===== config.mk =====
export PLATFORM = sky130hd
export DESIGN_NAME = ooo_alu_top
export DESIGN_NICKNAME = d
export VERILOG_FILES = /design/src/logic/ooo_pkg.sv /design/src/logic/lc3b_isa_pkg.sv /design/src/logic/ooo_alu_top.sv /design/src/logic/issue_unit.sv /design/src/logic/cdb_arbiter.sv /design/src/logic/alu_res_station.sv /design/src/logic/lc3b_alu.sv
export VERILOG_INCLUDE_DIRS = /design/src /design/src/include
export SDC_FILE = /design/constraint.sdc
export NUM_CORES = 1
export LEC_CHECK = 0
export CAP_MARGIN = 20
export CORE_ASPECT_RATIO = 1.2
export CORE_MARGIN = 4
export CORE_UTILIZATION = 45
export CTS_CLUSTER_DIAMETER = 100
export DETAILED_ROUTE_END_ITERATION = 12
export DONT_BUFFER_PORTS = 1
export PLACE_DENSITY_LB_ADDON = 0.12
export SETUP_SLACK_MARGIN = 0.5
export SLEW_MARGIN = 5
export SYNTH_ARGS = -nofsm -noshare
export SYNTH_HDL_FRONTEND = slang
export SYNTH_HIERARCHICAL = 1
export SYNTH_SLANG_ARGS = --single-unit

===== constraint.sdc =====
create_clock -name clk -period 4.1 [get_ports clk]
set_input_delay 0.615 -clock clk [delete_from_list [all_inputs] [get_ports clk]]
set_output_delay 0.615 -clock clk [all_outputs]
set_load 0.03 [all_outputs]

===== src/include/ooo_defs.svh =====
`ifndef OOO_DEFS_SVH
`define OOO_DEFS_SVH

// **************************************************************************
// Core sizing for the ALU-only Tomasulo core
// **************************************************************************

`define OOO_DATA_WIDTH 16 // LC-3b machine word
`define OOO_TAG_WIDTH 2 // One tag per reservation station
`define OOO_RS_COUNT 4 // ALU reservation stations
`define OOO_REG_COUNT 8 // Architectural registers R0..R7

`endif

===== src/logic/ooo_pkg.sv =====
`default_nettype none
`include "ooo_defs.svh"

package ooo_pkg;

	// **********************************************************************
	// Renaming bookkeeping
	// **********************************************************************

	// A producer is named by the index of the station that holds it
	typedef logic [`OOO_TAG_WIDTH-1:0] rs_tag_t;

	typedef logic [$clog2(`OOO_REG_COUNT)-1:0] reg_idx_t; // Architectural register number

endpackage

`default_nettype wire


===== src/logic/lc3b_isa_pkg.sv =====
`default_nettype none
`include "ooo_defs.svh"

package lc3b_isa_pkg;

	typedef logic [`OOO_DATA_WIDTH-1:0] lc3b_word; // Data word on every datapath

	// Only the integer ALU opcodes are decoded by this core
	typedef enum logic [3:0]
	{
		op_add = 4'b0001,
		op_and = 4'b0101,
		op_not = 4'b1001,
		op_shf = 4'b1101
	} lc3b_opcode;

	typedef enum logic [2:0]
	{
		alu_add,
		alu_and,
		alu_not,
		alu_lshf,
		alu_rshfl,
		alu_rshfa
	} lc3b_aluop;

	// ADD, AND and NOT share this layout
	typedef struct packed
	{
		lc3b_opcode opcode;
		logic [2:0] dr;
		logic [2:0] sr1;
		logic imm; // Selects imm5 over sr2
		logic [4:0] low5; // imm5, or sr2 in its low three bits
	} lc3b_oper_t;

	typedef struct packed
	{
		lc3b_opcode opcode;
		logic [2:0] dr;
		logic [2:0] sr1;
		logic a_bit; // Arithmetic fill on a right shift
		logic d_bit; // Right shift when set
		logic [3:0] amount;
	} lc3b_shift_t;

	typedef union packed
	{
		lc3b_oper_t oper;
		lc3b_shift_t shift;
	} lc3b_instr_u;

endpackage

`default_nettype wire


===== src/logic/ooo_alu_top.sv =====
`default_nettype none
`include "ooo_defs.svh"

module ooo_alu_top
(
	input wire logic clk,
	input wire logic rst_n,
	input wire logic issue_valid,
	input wire lc3b_isa_pkg::lc3b_instr_u issue_instr,
	output logic issue_ready,
	output logic cdb_valid,
	output ooo_pkg::rs_tag_t cdb_tag,
	output lc3b_isa_pkg::lc3b_word cdb_data
);

	import lc3b_isa_pkg::*;
	import ooo_pkg::*;

	// Issue broadcast that the one-hot load qualifies per station
	logic [`OOO_RS_COUNT-1:0] rs_busy;
	logic [`OOO_RS_COUNT-1:0] rs_load;
	lc3b_aluop rs_aluop;
	rs_tag_t rs_dest;
	lc3b_word rs_vj;
	rs_tag_t rs_qj;
	logic rs_vj_valid;
	lc3b_word rs_vk;
	rs_tag_t rs_qk;
	logic rs_vk_valid;

	// Station results toward the arbiter
	logic [`OOO_RS_COUNT-1:0] result_valid;
	lc3b_word result_data [`OOO_RS_COUNT];
	logic [`OOO_RS_COUNT-1:0] grant;

	issue_unit i_issue
	(
		.clk, .rst_n, .issue_valid, .issue_instr, .issue_ready,
		.rs_busy, .rs_load, .rs_aluop, .rs_dest,
		.rs_vj, .rs_qj, .rs_vj_valid, .rs_vk, .rs_qk, .rs_vk_valid,
		.cdb_valid, .cdb_tag, .cdb_data
	);

	// **********************************************************************
	// Reservation station array
	// **********************************************************************

	for (genvar i = 0; i < `OOO_RS_COUNT; i++)
	begin : g_rs
		alu_res_station i_rs
		(
			.clk, .rst_n,
			.load(rs_load[i]),
			.aluop(rs_aluop), .dest(rs_dest),
			.vj(rs_vj), .qj(rs_qj), .vj_valid(rs_vj_valid),
			.vk(rs_vk), .qk(rs_qk), .vk_valid(rs_vk_valid),
			.cdb_valid, .cdb_tag, .cdb_data,
			.grant(grant[i]),
			.busy(rs_busy[i]),
			.result_valid(result_valid[i]),
			.result_tag(),
			.result_data(result_data[i])
		);
	end

	cdb_arbiter i_arb
	(
		.clk, .rst_n, .result_valid, .result_data, .grant,
		.cdb_valid, .cdb_tag, .cdb_data
	);

endmodule

`default_nettype wire


===== src/logic/issue_unit.sv =====
`default_nettype none
`include "ooo_defs.svh"

module issue_unit
(
	input wire logic clk,
	input wire logic rst_n,
	input wire logic issue_valid,
	input wire lc3b_isa_pkg::lc3b_instr_u issue_instr,
	output logic issue_ready,
	input wire logic [`OOO_RS_COUNT-1:0] rs_busy,
	output logic [`OOO_RS_COUNT-1:0] rs_load,
	output lc3b_isa_pkg::lc3b_aluop rs_aluop,
	output ooo_pkg::rs_tag_t rs_dest,
	output lc3b_isa_pkg::lc3b_word rs_vj,
	output ooo_pkg::rs_tag_t rs_qj,
	output logic rs_vj_valid,
	output lc3b_isa_pkg::lc3b_word rs_vk,
	output ooo_pkg::rs_tag_t rs_qk,
	output logic rs_vk_valid,
	input wire logic cdb_valid,
	input wire ooo_pkg::rs_tag_t cdb_tag,
	input wire lc3b_isa_pkg::lc3b_word cdb_data
);

	import lc3b_isa_pkg::*;
	import ooo_pkg::*;

	lc3b_word reg_val [`OOO_REG_COUNT]; // Architectural values
	logic [`OOO_REG_COUNT-1:0] reg_pend; // A station will still write this register
	rs_tag_t reg_tag [`OOO_REG_COUNT]; // Station that will write it

	lc3b_opcode opcode;
	reg_idx_t dr;
	reg_idx_t sr1;
	reg_idx_t sr2;
	lc3b_word imm_sext;
	rs_tag_t alloc_tag; // Lowest free station
	logic fire; // Instruction accepted on this edge

	// True while the source still has to wait for its producer
	function automatic logic src_waiting(reg_idx_t idx);
		return reg_pend[idx] && !(cdb_valid && (cdb_tag == reg_tag[idx]));
	endfunction

	// Register value, or the CDB word when the producer is broadcasting now
	function automatic lc3b_word src_value(reg_idx_t idx);
		return reg_pend[idx] ? cdb_data : reg_val[idx];
	endfunction

	// **********************************************************************
	// Decode that picks the shift view by opcode
	// **********************************************************************

	assign opcode = issue_instr.oper.opcode; // Same position in both views
	assign dr = issue_instr.oper.dr;
	assign sr1 = issue_instr.oper.sr1;
	assign sr2 = issue_instr.oper.low5[2:0];
	assign imm_sext = {{(`OOO_DATA_WIDTH-5){issue_instr.oper.low5[4]}}, issue_instr.oper.low5};

	always_comb
	begin
		case (opcode)
			op_and: rs_aluop = alu_and;
			op_not: rs_aluop = alu_not;
			op_shf:
			begin
				// D picks the direction and A the fill of a right shift
				if (!issue_instr.shift.d_bit)
					rs_aluop = alu_lshf;
				else if (issue_instr.shift.a_bit)
					rs_aluop = alu_rshfa;
				else
					rs_aluop = alu_rshfl;
			end
			default: rs_aluop = alu_add;
		endcase
	end

	// Operand A always comes from sr1
	always_comb
	begin
		rs_vj = src_value(sr1);
		rs_qj = reg_tag[sr1];
		rs_vj_valid = !src_waiting(sr1);
	end

	always_comb
	begin
		rs_vk = src_value(sr2);
		rs_qk = reg_tag[sr2];
		rs_vk_valid = !src_waiting(sr2);
		if (opcode == op_not)
		begin
			rs_vk = '0; // NOT ignores operand B
			rs_vk_valid = 1'b1;
		end
		else if (opcode == op_shf)
		begin
			rs_vk = lc3b_word'(issue_instr.shift.amount);
			rs_vk_valid = 1'b1;
		end
		else if (issue_instr.oper.imm)
		begin
			rs_vk = imm_sext;
			rs_vk_valid = 1'b1;
		end
	end

	// **********************************************************************
	// Station allocation
	// **********************************************************************

	assign issue_ready = !(&rs_busy); // Any station free
	assign fire = issue_valid && issue_ready;
	assign rs_dest = alloc_tag;

	always_comb
	begin
		alloc_tag = '0;
		for (int i = `OOO_RS_COUNT - 1; i >= 0; i--)
		begin
			if (!rs_busy[i])
				alloc_tag = rs_tag_t'(i); // Lower index overrides
		end
		rs_load = '0;
		if (fire)
			rs_load[alloc_tag] = 1'b1;
	end

	// Retire from the CDB, then let a same-cycle rename take the register
	always_ff @(posedge clk)
	begin
		if (!rst_n)
		begin
			reg_pend <= '0;
			for (int i = 0; i < `OOO_REG_COUNT; i++)
			begin
				reg_val[i] <= '0;
				reg_tag[i] <= '0;
			end
		end
		else
		begin
			for (int i = 0; i < `OOO_REG_COUNT; i++)
			begin
				if (cdb_valid && reg_pend[i] && (reg_tag[i] == cdb_tag))
				begin
					reg_val[i] <= cdb_data;
					reg_pend[i] <= 1'b0;
				end
			end
			if (fire)
			begin
				reg_pend[dr] <= 1'b1; // Later than the loop so it wins
				reg_tag[dr] <= alloc_tag;
			end
		end
	end

endmodule

`default_nettype wire


===== src/logic/cdb_arbiter.sv =====
`default_nettype none
`include "ooo_defs.svh"

module cdb_arbiter
(
	input wire logic clk,
	input wire logic rst_n,
	input wire logic [`OOO_RS_COUNT-1:0] result_valid,
	input wire lc3b_isa_pkg::lc3b_word result_data [`OOO_RS_COUNT],
	output logic [`OOO_RS_COUNT-1:0] grant,
	output logic cdb_valid,
	output ooo_pkg::rs_tag_t cdb_tag,
	output lc3b_isa_pkg::lc3b_word cdb_data
);

	import ooo_pkg::*;

	rs_tag_t sel; // Lowest requesting station
	logic any_req;

	assign any_req = |result_valid;

	// Fixed priority, station 0 highest
	always_comb
	begin
		sel = '0;
		for (int i = `OOO_RS_COUNT - 1; i >= 0; i--)
		begin
			if (result_valid[i])
				sel = rs_tag_t'(i);
		end
		grant = '0;
		if (any_req)
			grant[sel] = 1'b1;
	end

	// **********************************************************************
	// Broadcast register, one cycle behind the grant
	// **********************************************************************

	always_ff @(posedge clk)
	begin
		if (!rst_n)
			cdb_valid <= 1'b0;
		else
			cdb_valid <= any_req;
	end

	always_ff @(posedge clk)
	begin
		cdb_tag <= sel; // Station index is the tag
		cdb_data <= result_data[sel];
	end

endmodule

`default_nettype wire


===== src/logic/alu_res_station.sv =====
`default_nettype none

module alu_res_station
(
	input wire logic clk,
	input wire logic rst_n,
	input wire logic load,
	input wire lc3b_isa_pkg::lc3b_aluop aluop,
	input wire ooo_pkg::rs_tag_t dest,
	input wire lc3b_isa_pkg::lc3b_word vj,
	input wire ooo_pkg::rs_tag_t qj,
	input wire logic vj_valid,
	input wire lc3b_isa_pkg::lc3b_word vk,
	input wire ooo_pkg::rs_tag_t qk,
	input wire logic vk_valid,
	input wire logic cdb_valid,
	input wire ooo_pkg::rs_tag_t cdb_tag,
	input wire lc3b_isa_pkg::lc3b_word cdb_data,
	input wire logic grant,
	output logic busy,
	output logic result_valid,
	output ooo_pkg::rs_tag_t result_tag,
	output lc3b_isa_pkg::lc3b_word result_data
);

	import lc3b_isa_pkg::*;
	import ooo_pkg::*;

	lc3b_aluop aluop_q;
	lc3b_word vj_q; // Operand A, value once vj_ok
	lc3b_word vk_q; // Operand B, value once vk_ok
	rs_tag_t qj_q; // Producer of A while it is missing
	rs_tag_t qk_q;
	logic vj_ok;
	logic vk_ok;
	logic capt_j; // CDB carries the missing A this cycle
	logic capt_k;

	assign capt_j = busy && !vj_ok && cdb_valid && (qj_q == cdb_tag);
	assign capt_k = busy && !vk_ok && cdb_valid && (qk_q == cdb_tag);

	// **********************************************************************
	// Occupancy and operand readiness
	// **********************************************************************

	always_ff @(posedge clk)
	begin
		if (!rst_n)
		begin
			busy <= 1'b0;
			vj_ok <= 1'b0;
			vk_ok <= 1'b0;
		end
		else if (load)
		begin
			busy <= 1'b1;
			vj_ok <= vj_valid;
			vk_ok <= vk_valid;
		end
		else
		begin
			if (grant)
				busy <= 1'b0; // Result has been taken by the arbiter
			if (capt_j)
				vj_ok <= 1'b1;
			if (capt_k)
				vk_ok <= 1'b1;
		end
	end

	// Instruction fields and operand values
	always_ff @(posedge clk)
	begin
		if (load)
		begin
			aluop_q <= aluop;
			result_tag <= dest;
			vj_q <= vj;
			qj_q <= qj;
			vk_q <= vk;
			qk_q <= qk;
		end
		else
		begin
			if (capt_j)
				vj_q <= cdb_data;
			if (capt_k)
				vk_q <= cdb_data;
		end
	end

	// Held until granted, so a losing station simply waits
	assign result_valid = busy && vj_ok && vk_ok;

	lc3b_alu i_alu
	(
		.aluop(aluop_q),
		.a(vj_q),
		.b(vk_q),
		.f(result_data)
	);

endmodule

`default_nettype wire


===== src/logic/lc3b_alu.sv =====
`default_nettype none

module lc3b_alu
(
	input wire lc3b_isa_pkg::lc3b_aluop aluop,
	input wire lc3b_isa_pkg::lc3b_word a,
	input wire lc3b_isa_pkg::lc3b_word b,
	output lc3b_isa_pkg::lc3b_word f
);

	import lc3b_isa_pkg::*;

	logic [3:0] shamt; // LC-3b shifts take a 4-bit count

	assign shamt = b[3:0];

	always_comb
	begin
		case (aluop)
			alu_add: f = a + b;
			alu_and: f = a & b;
			alu_not: f = ~a; // Only operand A is used
			alu_lshf: f = a << shamt;
			alu_rshfl: f = a >> shamt; // Zero fill
			alu_rshfa: f = lc3b_word'($signed(a) >>> shamt); // Sign fill
			default: f = a;
		endcase
	end

endmodule

`default_nettype wire


==> results of run 1 <==
worst max path at each step:
stage / end / cells past startpoint
floorplan: i_issue/reg_val[6][0] / 4
global placement: i_arb/cdb_data[10] / 11
detailed placement: i_arb/cdb_data[10] / 11
CTS: i_arb/cdb_data[10] / 11
global route: i_arb/cdb_data[10] / 11
finish: i_arb/cdb_data[13] / 8
routing by layer:
layer  share of wire [%]  track usage, %  vias to the layer above
met5               0.012               0                        -
met4                 5.7            14.1                        2
met3                 7.8            4.32                      310
met2                  49            52.2                     1302
met1                  38            38.2                    12236
li1                    -               -                    11111
worst max-delay path, cell delays in order, from the launching register on:
cell and delay (ps):
edfxtp_1 460, buf_4 500, mux4_2 570, nand3_1 100, o2111ai_1 120, a211oi_1 740, o22ai_1 210, a221o_1 360
a22o_1 180
area by class of cell:
| cell class | count | share of cell area (%) |
|---|---|---|
| clock inverter | 15 | 0.486 |
| tap | 816 | 3.42 |
| timing repair buffer | 109 | 2.82 |
| clock buffer | 51 | 3.44 |
| inverter | 56 | 0.704 |
| sequential | 339 | 32.8 |
| multi-input combinational | 2379 | 56.3 |
flip-flops by register name, summed over array words and instances (netlist names):
signal and flops:
g_rs.i_rs/busy 4, i_issue/reg_pend 8, g_rs.i_rs/vj_ok 4, g_rs.i_rs/vj_q 64
i_arb/cdb_data 16, g_rs.i_rs/vk_ok 4, i_arb/cdb_valid 1, g_rs.i_rs/qj_q 8
g_rs.i_rs/aluop_q 12, g_rs.i_rs/vk_q 64, i_issue/reg_val 128, i_arb/cdb_tag 2
i_issue/reg_tag 16, g_rs.i_rs/qk_q 8
power by group through the flow:
stage | sequential, mW | clock (mW) | combinational, mW
3_5_place_dp | 4.49 | 0 | 2.59
4_1_cts | 4.42 | 3.31 | 2.60
6_report | 4.43 | 3.26 | 2.66
5_1_grt | 4.45 | 3.45 | 2.82
2_1_floorplan | 4.35 | 0 | 1.77
3_3_place_gp | 4.48 | 0 | 2.56
stage by stage:
stage	cell area (um^2)	instances	setup WS, ps	total power, mW
4_1_cts	29800	3763	743	10.3
2_1_floorplan	28200	3054	1130	6.12
3_3_place_gp	28700	3697	856	7.04
3_5_place_dp	28700	3697	793	7.08
6_report	29900	3765	762	10.3
5_1_grt	29900	3765	600	10.7
==> flow_metrics.env, run 1 <==
export IMPL_track_usage_pct=30.4
export IMPL_startpoint_type="flip-flop"
export IMPL_rows=100
export IMPL_worstRegToRegCells=8
export IMPL_clk_pin_slew_ps=70
export IMPL_overflow=0
export IMPL_yosysWarnings=6
export IMPL_worstMarginPinSlew_ps=1110
export IMPL_io_buffers=0
export IMPL_clkSinkCount=339
export IMPL_hold_ws_ps=183
export IMPL_num_fill_cells=6004
export IMPL_place_congestion=1.03
export IMPL_grt_pass1_wl_um=156000
export IMPL_crit_start="g_rs[3].i_rs/vk_q[1]"
export IMPL_rsz0062_at_grt="false"
export IMPL_hold_path_end="g_rs[1].i_rs/vj_ok"
export IMPL_sequentialPowerShare_pct=42.8
export IMPL_crit_required_ps=4540
export IMPL_insertion_delay_ps=560
export IMPL_diodes=0
export IMPL_critPathKind="flip-flop to flip-flop"
export IMPL_drt_iter0_markers=2979
export IMPL_setup_viol=0
export IMPL_internal_power_mw=6.87
export IMPL_leakage_nw=11.1
export IMPL_max_slew_margin_rel_pct=25.8
export IMPL_fmax_mhz=300
export IMPL_postLayoutCoreUtil_pct=48.1
export IMPL_hold_buffers=0
export IMPL_drive_gt1_share_pct=12.9
export IMPL_status="finished, final reports clean"
export IMPL_cts_tree="done"
export IMPL_cts_buffers=37
export IMPL_pwr_share_clk_pct=31.5
export IMPL_post_cts_buffers=0
export IMPL_syn_nets=3145
export IMPL_num_nets_final=3013
export IMPL_drv_slew=0
export IMPL_ff2ff_setup_slack_ps=760
export IMPL_p_comb_share_pct=25.7
export IMPL_clockBufferDepth=3
export IMPL_drt_antenna_violating_nets=0
export IMPL_cp_arrival_ps=3780
export IMPL_skew_ps=36.5
export IMPL_regArea_um2=9790
export IMPL_avgRoutedWirePerCell_um=27.9
export IMPL_synthesis_instances=3054
export IMPL_p_sw_share_pct=33.5
export IMPL_drv_cap=0
export IMPL_peakVddDrop_uv=372
export IMPL_root_buffer="clkbuf_16"
export IMPL_die_area_um2=66800
export IMPL_dpl_hpwl_um=76200
export IMPL_hold_viol=0
export IMPL_drt_wl_total_um=105000
export IMPL_worstSetupEndpointType="flip-flop"
export IMPL_p_per_area_nw_per_um2=346
export IMPL_routed_via_density=6.63
export IMPL_fin_tns_setup_ps=0
export IMPL_design_core_area_um2=62100
export IMPL_grt_max_degree=53
export IMPL_synth_area_um2=28200
export IMPL_critPathMaxFanout=38
export IMPL_area_growth_pct=5.79
export IMPL_grt_pass1_vias=24113
export IMPL_layout_common_cells="496 x nand2_1, 384 x nor2_1, 300 x edfxtp_1, 200 x a21oi_1, 155 x mux2i_1"
export IMPL_rr_endpoint="i_arb/cdb_data[13]"
export IMPL_multi_input_area_um2=16800
export IMPL_min_from="rst_n"
export IMPL_postSynthAreaPerCell_um2=9.24
export IMPL_layout_commonest_cell="nand2_1"
export IMPL_die_h_um=282
export IMPL_cts_resized=0
export IMPL_die_w_um=237
export IMPL_drcViolationCount=0
export IMPL_num_vias=24961
export IMPL_fin_crit_ps=3340
export IMPL_hp_class="input port to flip-flop"
export IMPL_num_io_pins=39
export IMPL_htreeDepth=2
export IMPL_r2r_start="g_rs[3].i_rs/vk_q[1]"
export IMPL_min_path_cells=2
export IMPL_start_util_pct=45.5
export IMPL_p_switching_mw=3.47
export IMPL_first_pass_iters=6
export IMPL_min_period_over_period_pct=81.4
export IMPL_antenna_found_initial=1
Note: power is estimated with default switching activity, not from simulation.
==> inputs of run 2 (changes only) <==
==> constraint.sdc (replaced) <==
create_clock -name clk -period 2.9 [get_ports clk]
set_input_delay 0.435 -clock clk [delete_from_list [all_inputs] [get_ports clk]]
set_output_delay 0.435 -clock clk [all_outputs]
set_load 0.03 [all_outputs]
==> flow_metrics.env, run 2 (same netlist as run 1, synthesis figures left out) <==
export IMPL_design_core_area_um2=62100
export IMPL_layout_common_cells="496 x nand2_1, 381 x nor2_1, 342 x buf_4, 300 x edfxtp_1, 168 x a21oi_1"
export IMPL_cpLargestDelayFamily="compound AO/OA/AOI/OAI gates"
export IMPL_drt_antenna_violating_nets=0
export IMPL_drv_cap=0
export IMPL_avgRoutedWirePerCell_um=28.1
export IMPL_crit_start="g_rs[3].i_rs/vj_q[14]"
export IMPL_critPathMaxFanout=5
export IMPL_crit_required_ps=3350
export IMPL_track_usage_pct=32.9
export IMPL_routed_via_density=6.48
export IMPL_die_area_um2=66800
export IMPL_drt_wl_total_um=114000
export IMPL_first_pass_iters=5
export IMPL_grt_max_degree=53
export IMPL_cts_buffers=36
export IMPL_cp_num_buf_inv=1
export IMPL_clockBufferDepth=3
export IMPL_rr_endpoint="i_arb/cdb_data[9]"
export IMPL_status="finished, final reports clean"
export IMPL_io_buffers=0
export IMPL_top_register="i_issue/reg_val"
export IMPL_die_h_um=282
export IMPL_postLayoutCoreUtil_pct=53.8
export IMPL_clkSinkCount=339
export IMPL_cpMaxStageDelayCell="edfxtp_1"
export IMPL_overflow=0
export IMPL_rsz0062_at_grt="true"
export IMPL_place_congestion=1.01
export IMPL_fin_tns_setup_ps=0
export IMPL_hold_ws_ps=45.7
export IMPL_leakage_nw=12.9
export IMPL_die_w_um=237
export IMPL_cp_cell_sequence="buf_4 -> mux2i_1 -> mux4_2 -> o21bai_1 -> o211ai_1 -> o32a_1 -> a221o_1 -> a22o_1"
export IMPL_start_util_pct=45.5
export IMPL_p_per_area_nw_per_um2=468
export IMPL_fin_crit_ps=2870
export IMPL_fmax_mhz=349
export IMPL_hold_viol=0
export IMPL_worstMarginPinSlew_ps=961
export IMPL_worstRegToRegCells=8
export IMPL_root_buffer="clkbuf_16"
export IMPL_num_nets_final=3295
export IMPL_dpl_hpwl_um=83100
export IMPL_skew_ps=39.6
export IMPL_htreeDepth=2
export IMPL_finalNonFillerCells=4050
export IMPL_area_growth_pct=18.2
export IMPL_num_io_pins=39
export IMPL_drive_gt1_share_pct=24.5
export IMPL_r2r_start="g_rs[3].i_rs/vj_q[14]"
export IMPL_max_slew_margin_rel_pct=36.0
export IMPL_grt_pass1_vias=25554
export IMPL_cp_arrival_ps=3320
export IMPL_cp_endpoint="i_arb/cdb_data[9]"
export IMPL_antenna_found_initial=0
export IMPL_drt_iter0_markers=2762
export IMPL_max_stage_delay_ps=570
export IMPL_drv_slew=0
export IMPL_critPathKind="flip-flop to flip-flop"
export IMPL_cts_tree="done"
export IMPL_largest_registers="i_issue/reg_val: 128 flops, g_rs.i_rs/vj_q: 64 flops, g_rs.i_rs/vk_q: 64 flops"
export IMPL_insertion_delay_ps=570
export IMPL_grt_pass1_wl_um=167000
export IMPL_layout_commonest_cell="nand2_1"
export IMPL_ff2ff_setup_slack_ps=30
export IMPL_worstSetupEndpointType="flip-flop"
export IMPL_dp_cells=3930
export IMPL_startpoint_type="flip-flop"
export IMPL_min_period_over_period_pct=98.9
export IMPL_num_vias=26249
export IMPL_peakVddDrop_uv=482
export IMPL_worst_path_stages=8
export IMPL_setup_viol=0
export IMPL_clk_pin_slew_ps=70
export IMPL_drcViolationCount=0
export IMPL_rows=100
export IMPL_hp_class="input port to flip-flop"
export IMPL_largest_register_ffs=128
[run 2: changes by cell type in the layout (fill, tap and decap cells not counted), moves of 8 or more]
cell      before  now
a21oi_2        8   38
a211oi_1      37   20
ha_4           0    8
a211oi_2       0   13
buf_6          0   12
mux2i_1      155  147
a21oi_1      200  168
buf_4        107  342
ha_1          68   55
o21ai_0      123  112
o21ai_2        6   14
buf_12         2   27
[run 2: per-stage QoR]
stage	setup WS [ps]	power, mW	cell area, um^2
6_report	31.9	15.6	33400
2_1_floorplan	384	8.66	28400
4_1_cts	96.1	15.5	32900
3_3_place_gp	-104	10.4	30800
3_5_place_dp	-113	10.4	30800
5_1_grt	-14.6	16.2	33400
[run 2: repair_timing]
action	4_1_cts	5_1_grt
endpoints found under the hold margin	1	0
pin swaps	51	44
hold buffers	1	0
setup buffers	31	13
gates cloned	4	3
resized for setup	89	72
setup endpoints to repair	24	56
[run 2: cell type report]
| class | count | area, um^2 |
|---|---|---|
| tap | 816 | 1020 |
| clock inverter | 23 | 328 |
| timing repair buffer | 392 | 3490 |
| sequential | 339 | 9790 |
| antenna | 2 | 5.00 |
| multi-input combinational | 2379 | 17500 |
| fill | 5695 | 28700 |
| clock buffer | 43 | 957 |
| inverter | 56 | 235 |
[run 2: report_power, final]
| part | leakage (nW) | switching [mW] | internal [mW] |
|---|---|---|---|
| registers | 3.26 | 0.323 | 5.75 |
| logic | 8.99 | 2.81 | 1.71 |
| clock network | 0.626 | 2.08 | 2.95 |
| total | 12.9 | 5.21 | 10.4 |
[run 2: metal layers]
metal | vias up | wire length [um] | track usage (%)
li1 | 11666 | - | -
met1 | 12937 | 44900 | 43.3
met2 | 1385 | 53400 | 54.5
met3 | 261 | 9660 | 5.05
met4 | 0 | 5760 | 13.9
met5 | - | 0 | 0
[run 2: worst reg2reg max path: cells and delay by family (launching register included)]
family | cells | cell delay [ps]
buffers and inverters | 1 | 240
DFF | 1 | 570
AOI/OAI and AO/OA | 5 | 1460
muxes | 2 | 490
[run 2: worst min-delay path by stage]
| stage | start | to | slack (ps) | cells after the start |
|---|---|---|---|---|
| detailed placement | i_issue/reg_pend[5] | i_issue/reg_pend[5] | 480 | 2 |
| finish | rst_n | g_rs[0].i_rs/vk_ok | 50 | 2 |
| CTS | rst_n | i_issue/reg_pend[4] | 2 | 2 |
| global route | rst_n | g_rs[3].i_rs/vj_ok | 20 | 2 |
| floorplan | i_issue/reg_pend[2] | i_issue/reg_pend[2] | 460 | 2 |
| global placement | i_issue/reg_pend[5] | i_issue/reg_pend[5] | 480 | 2 |
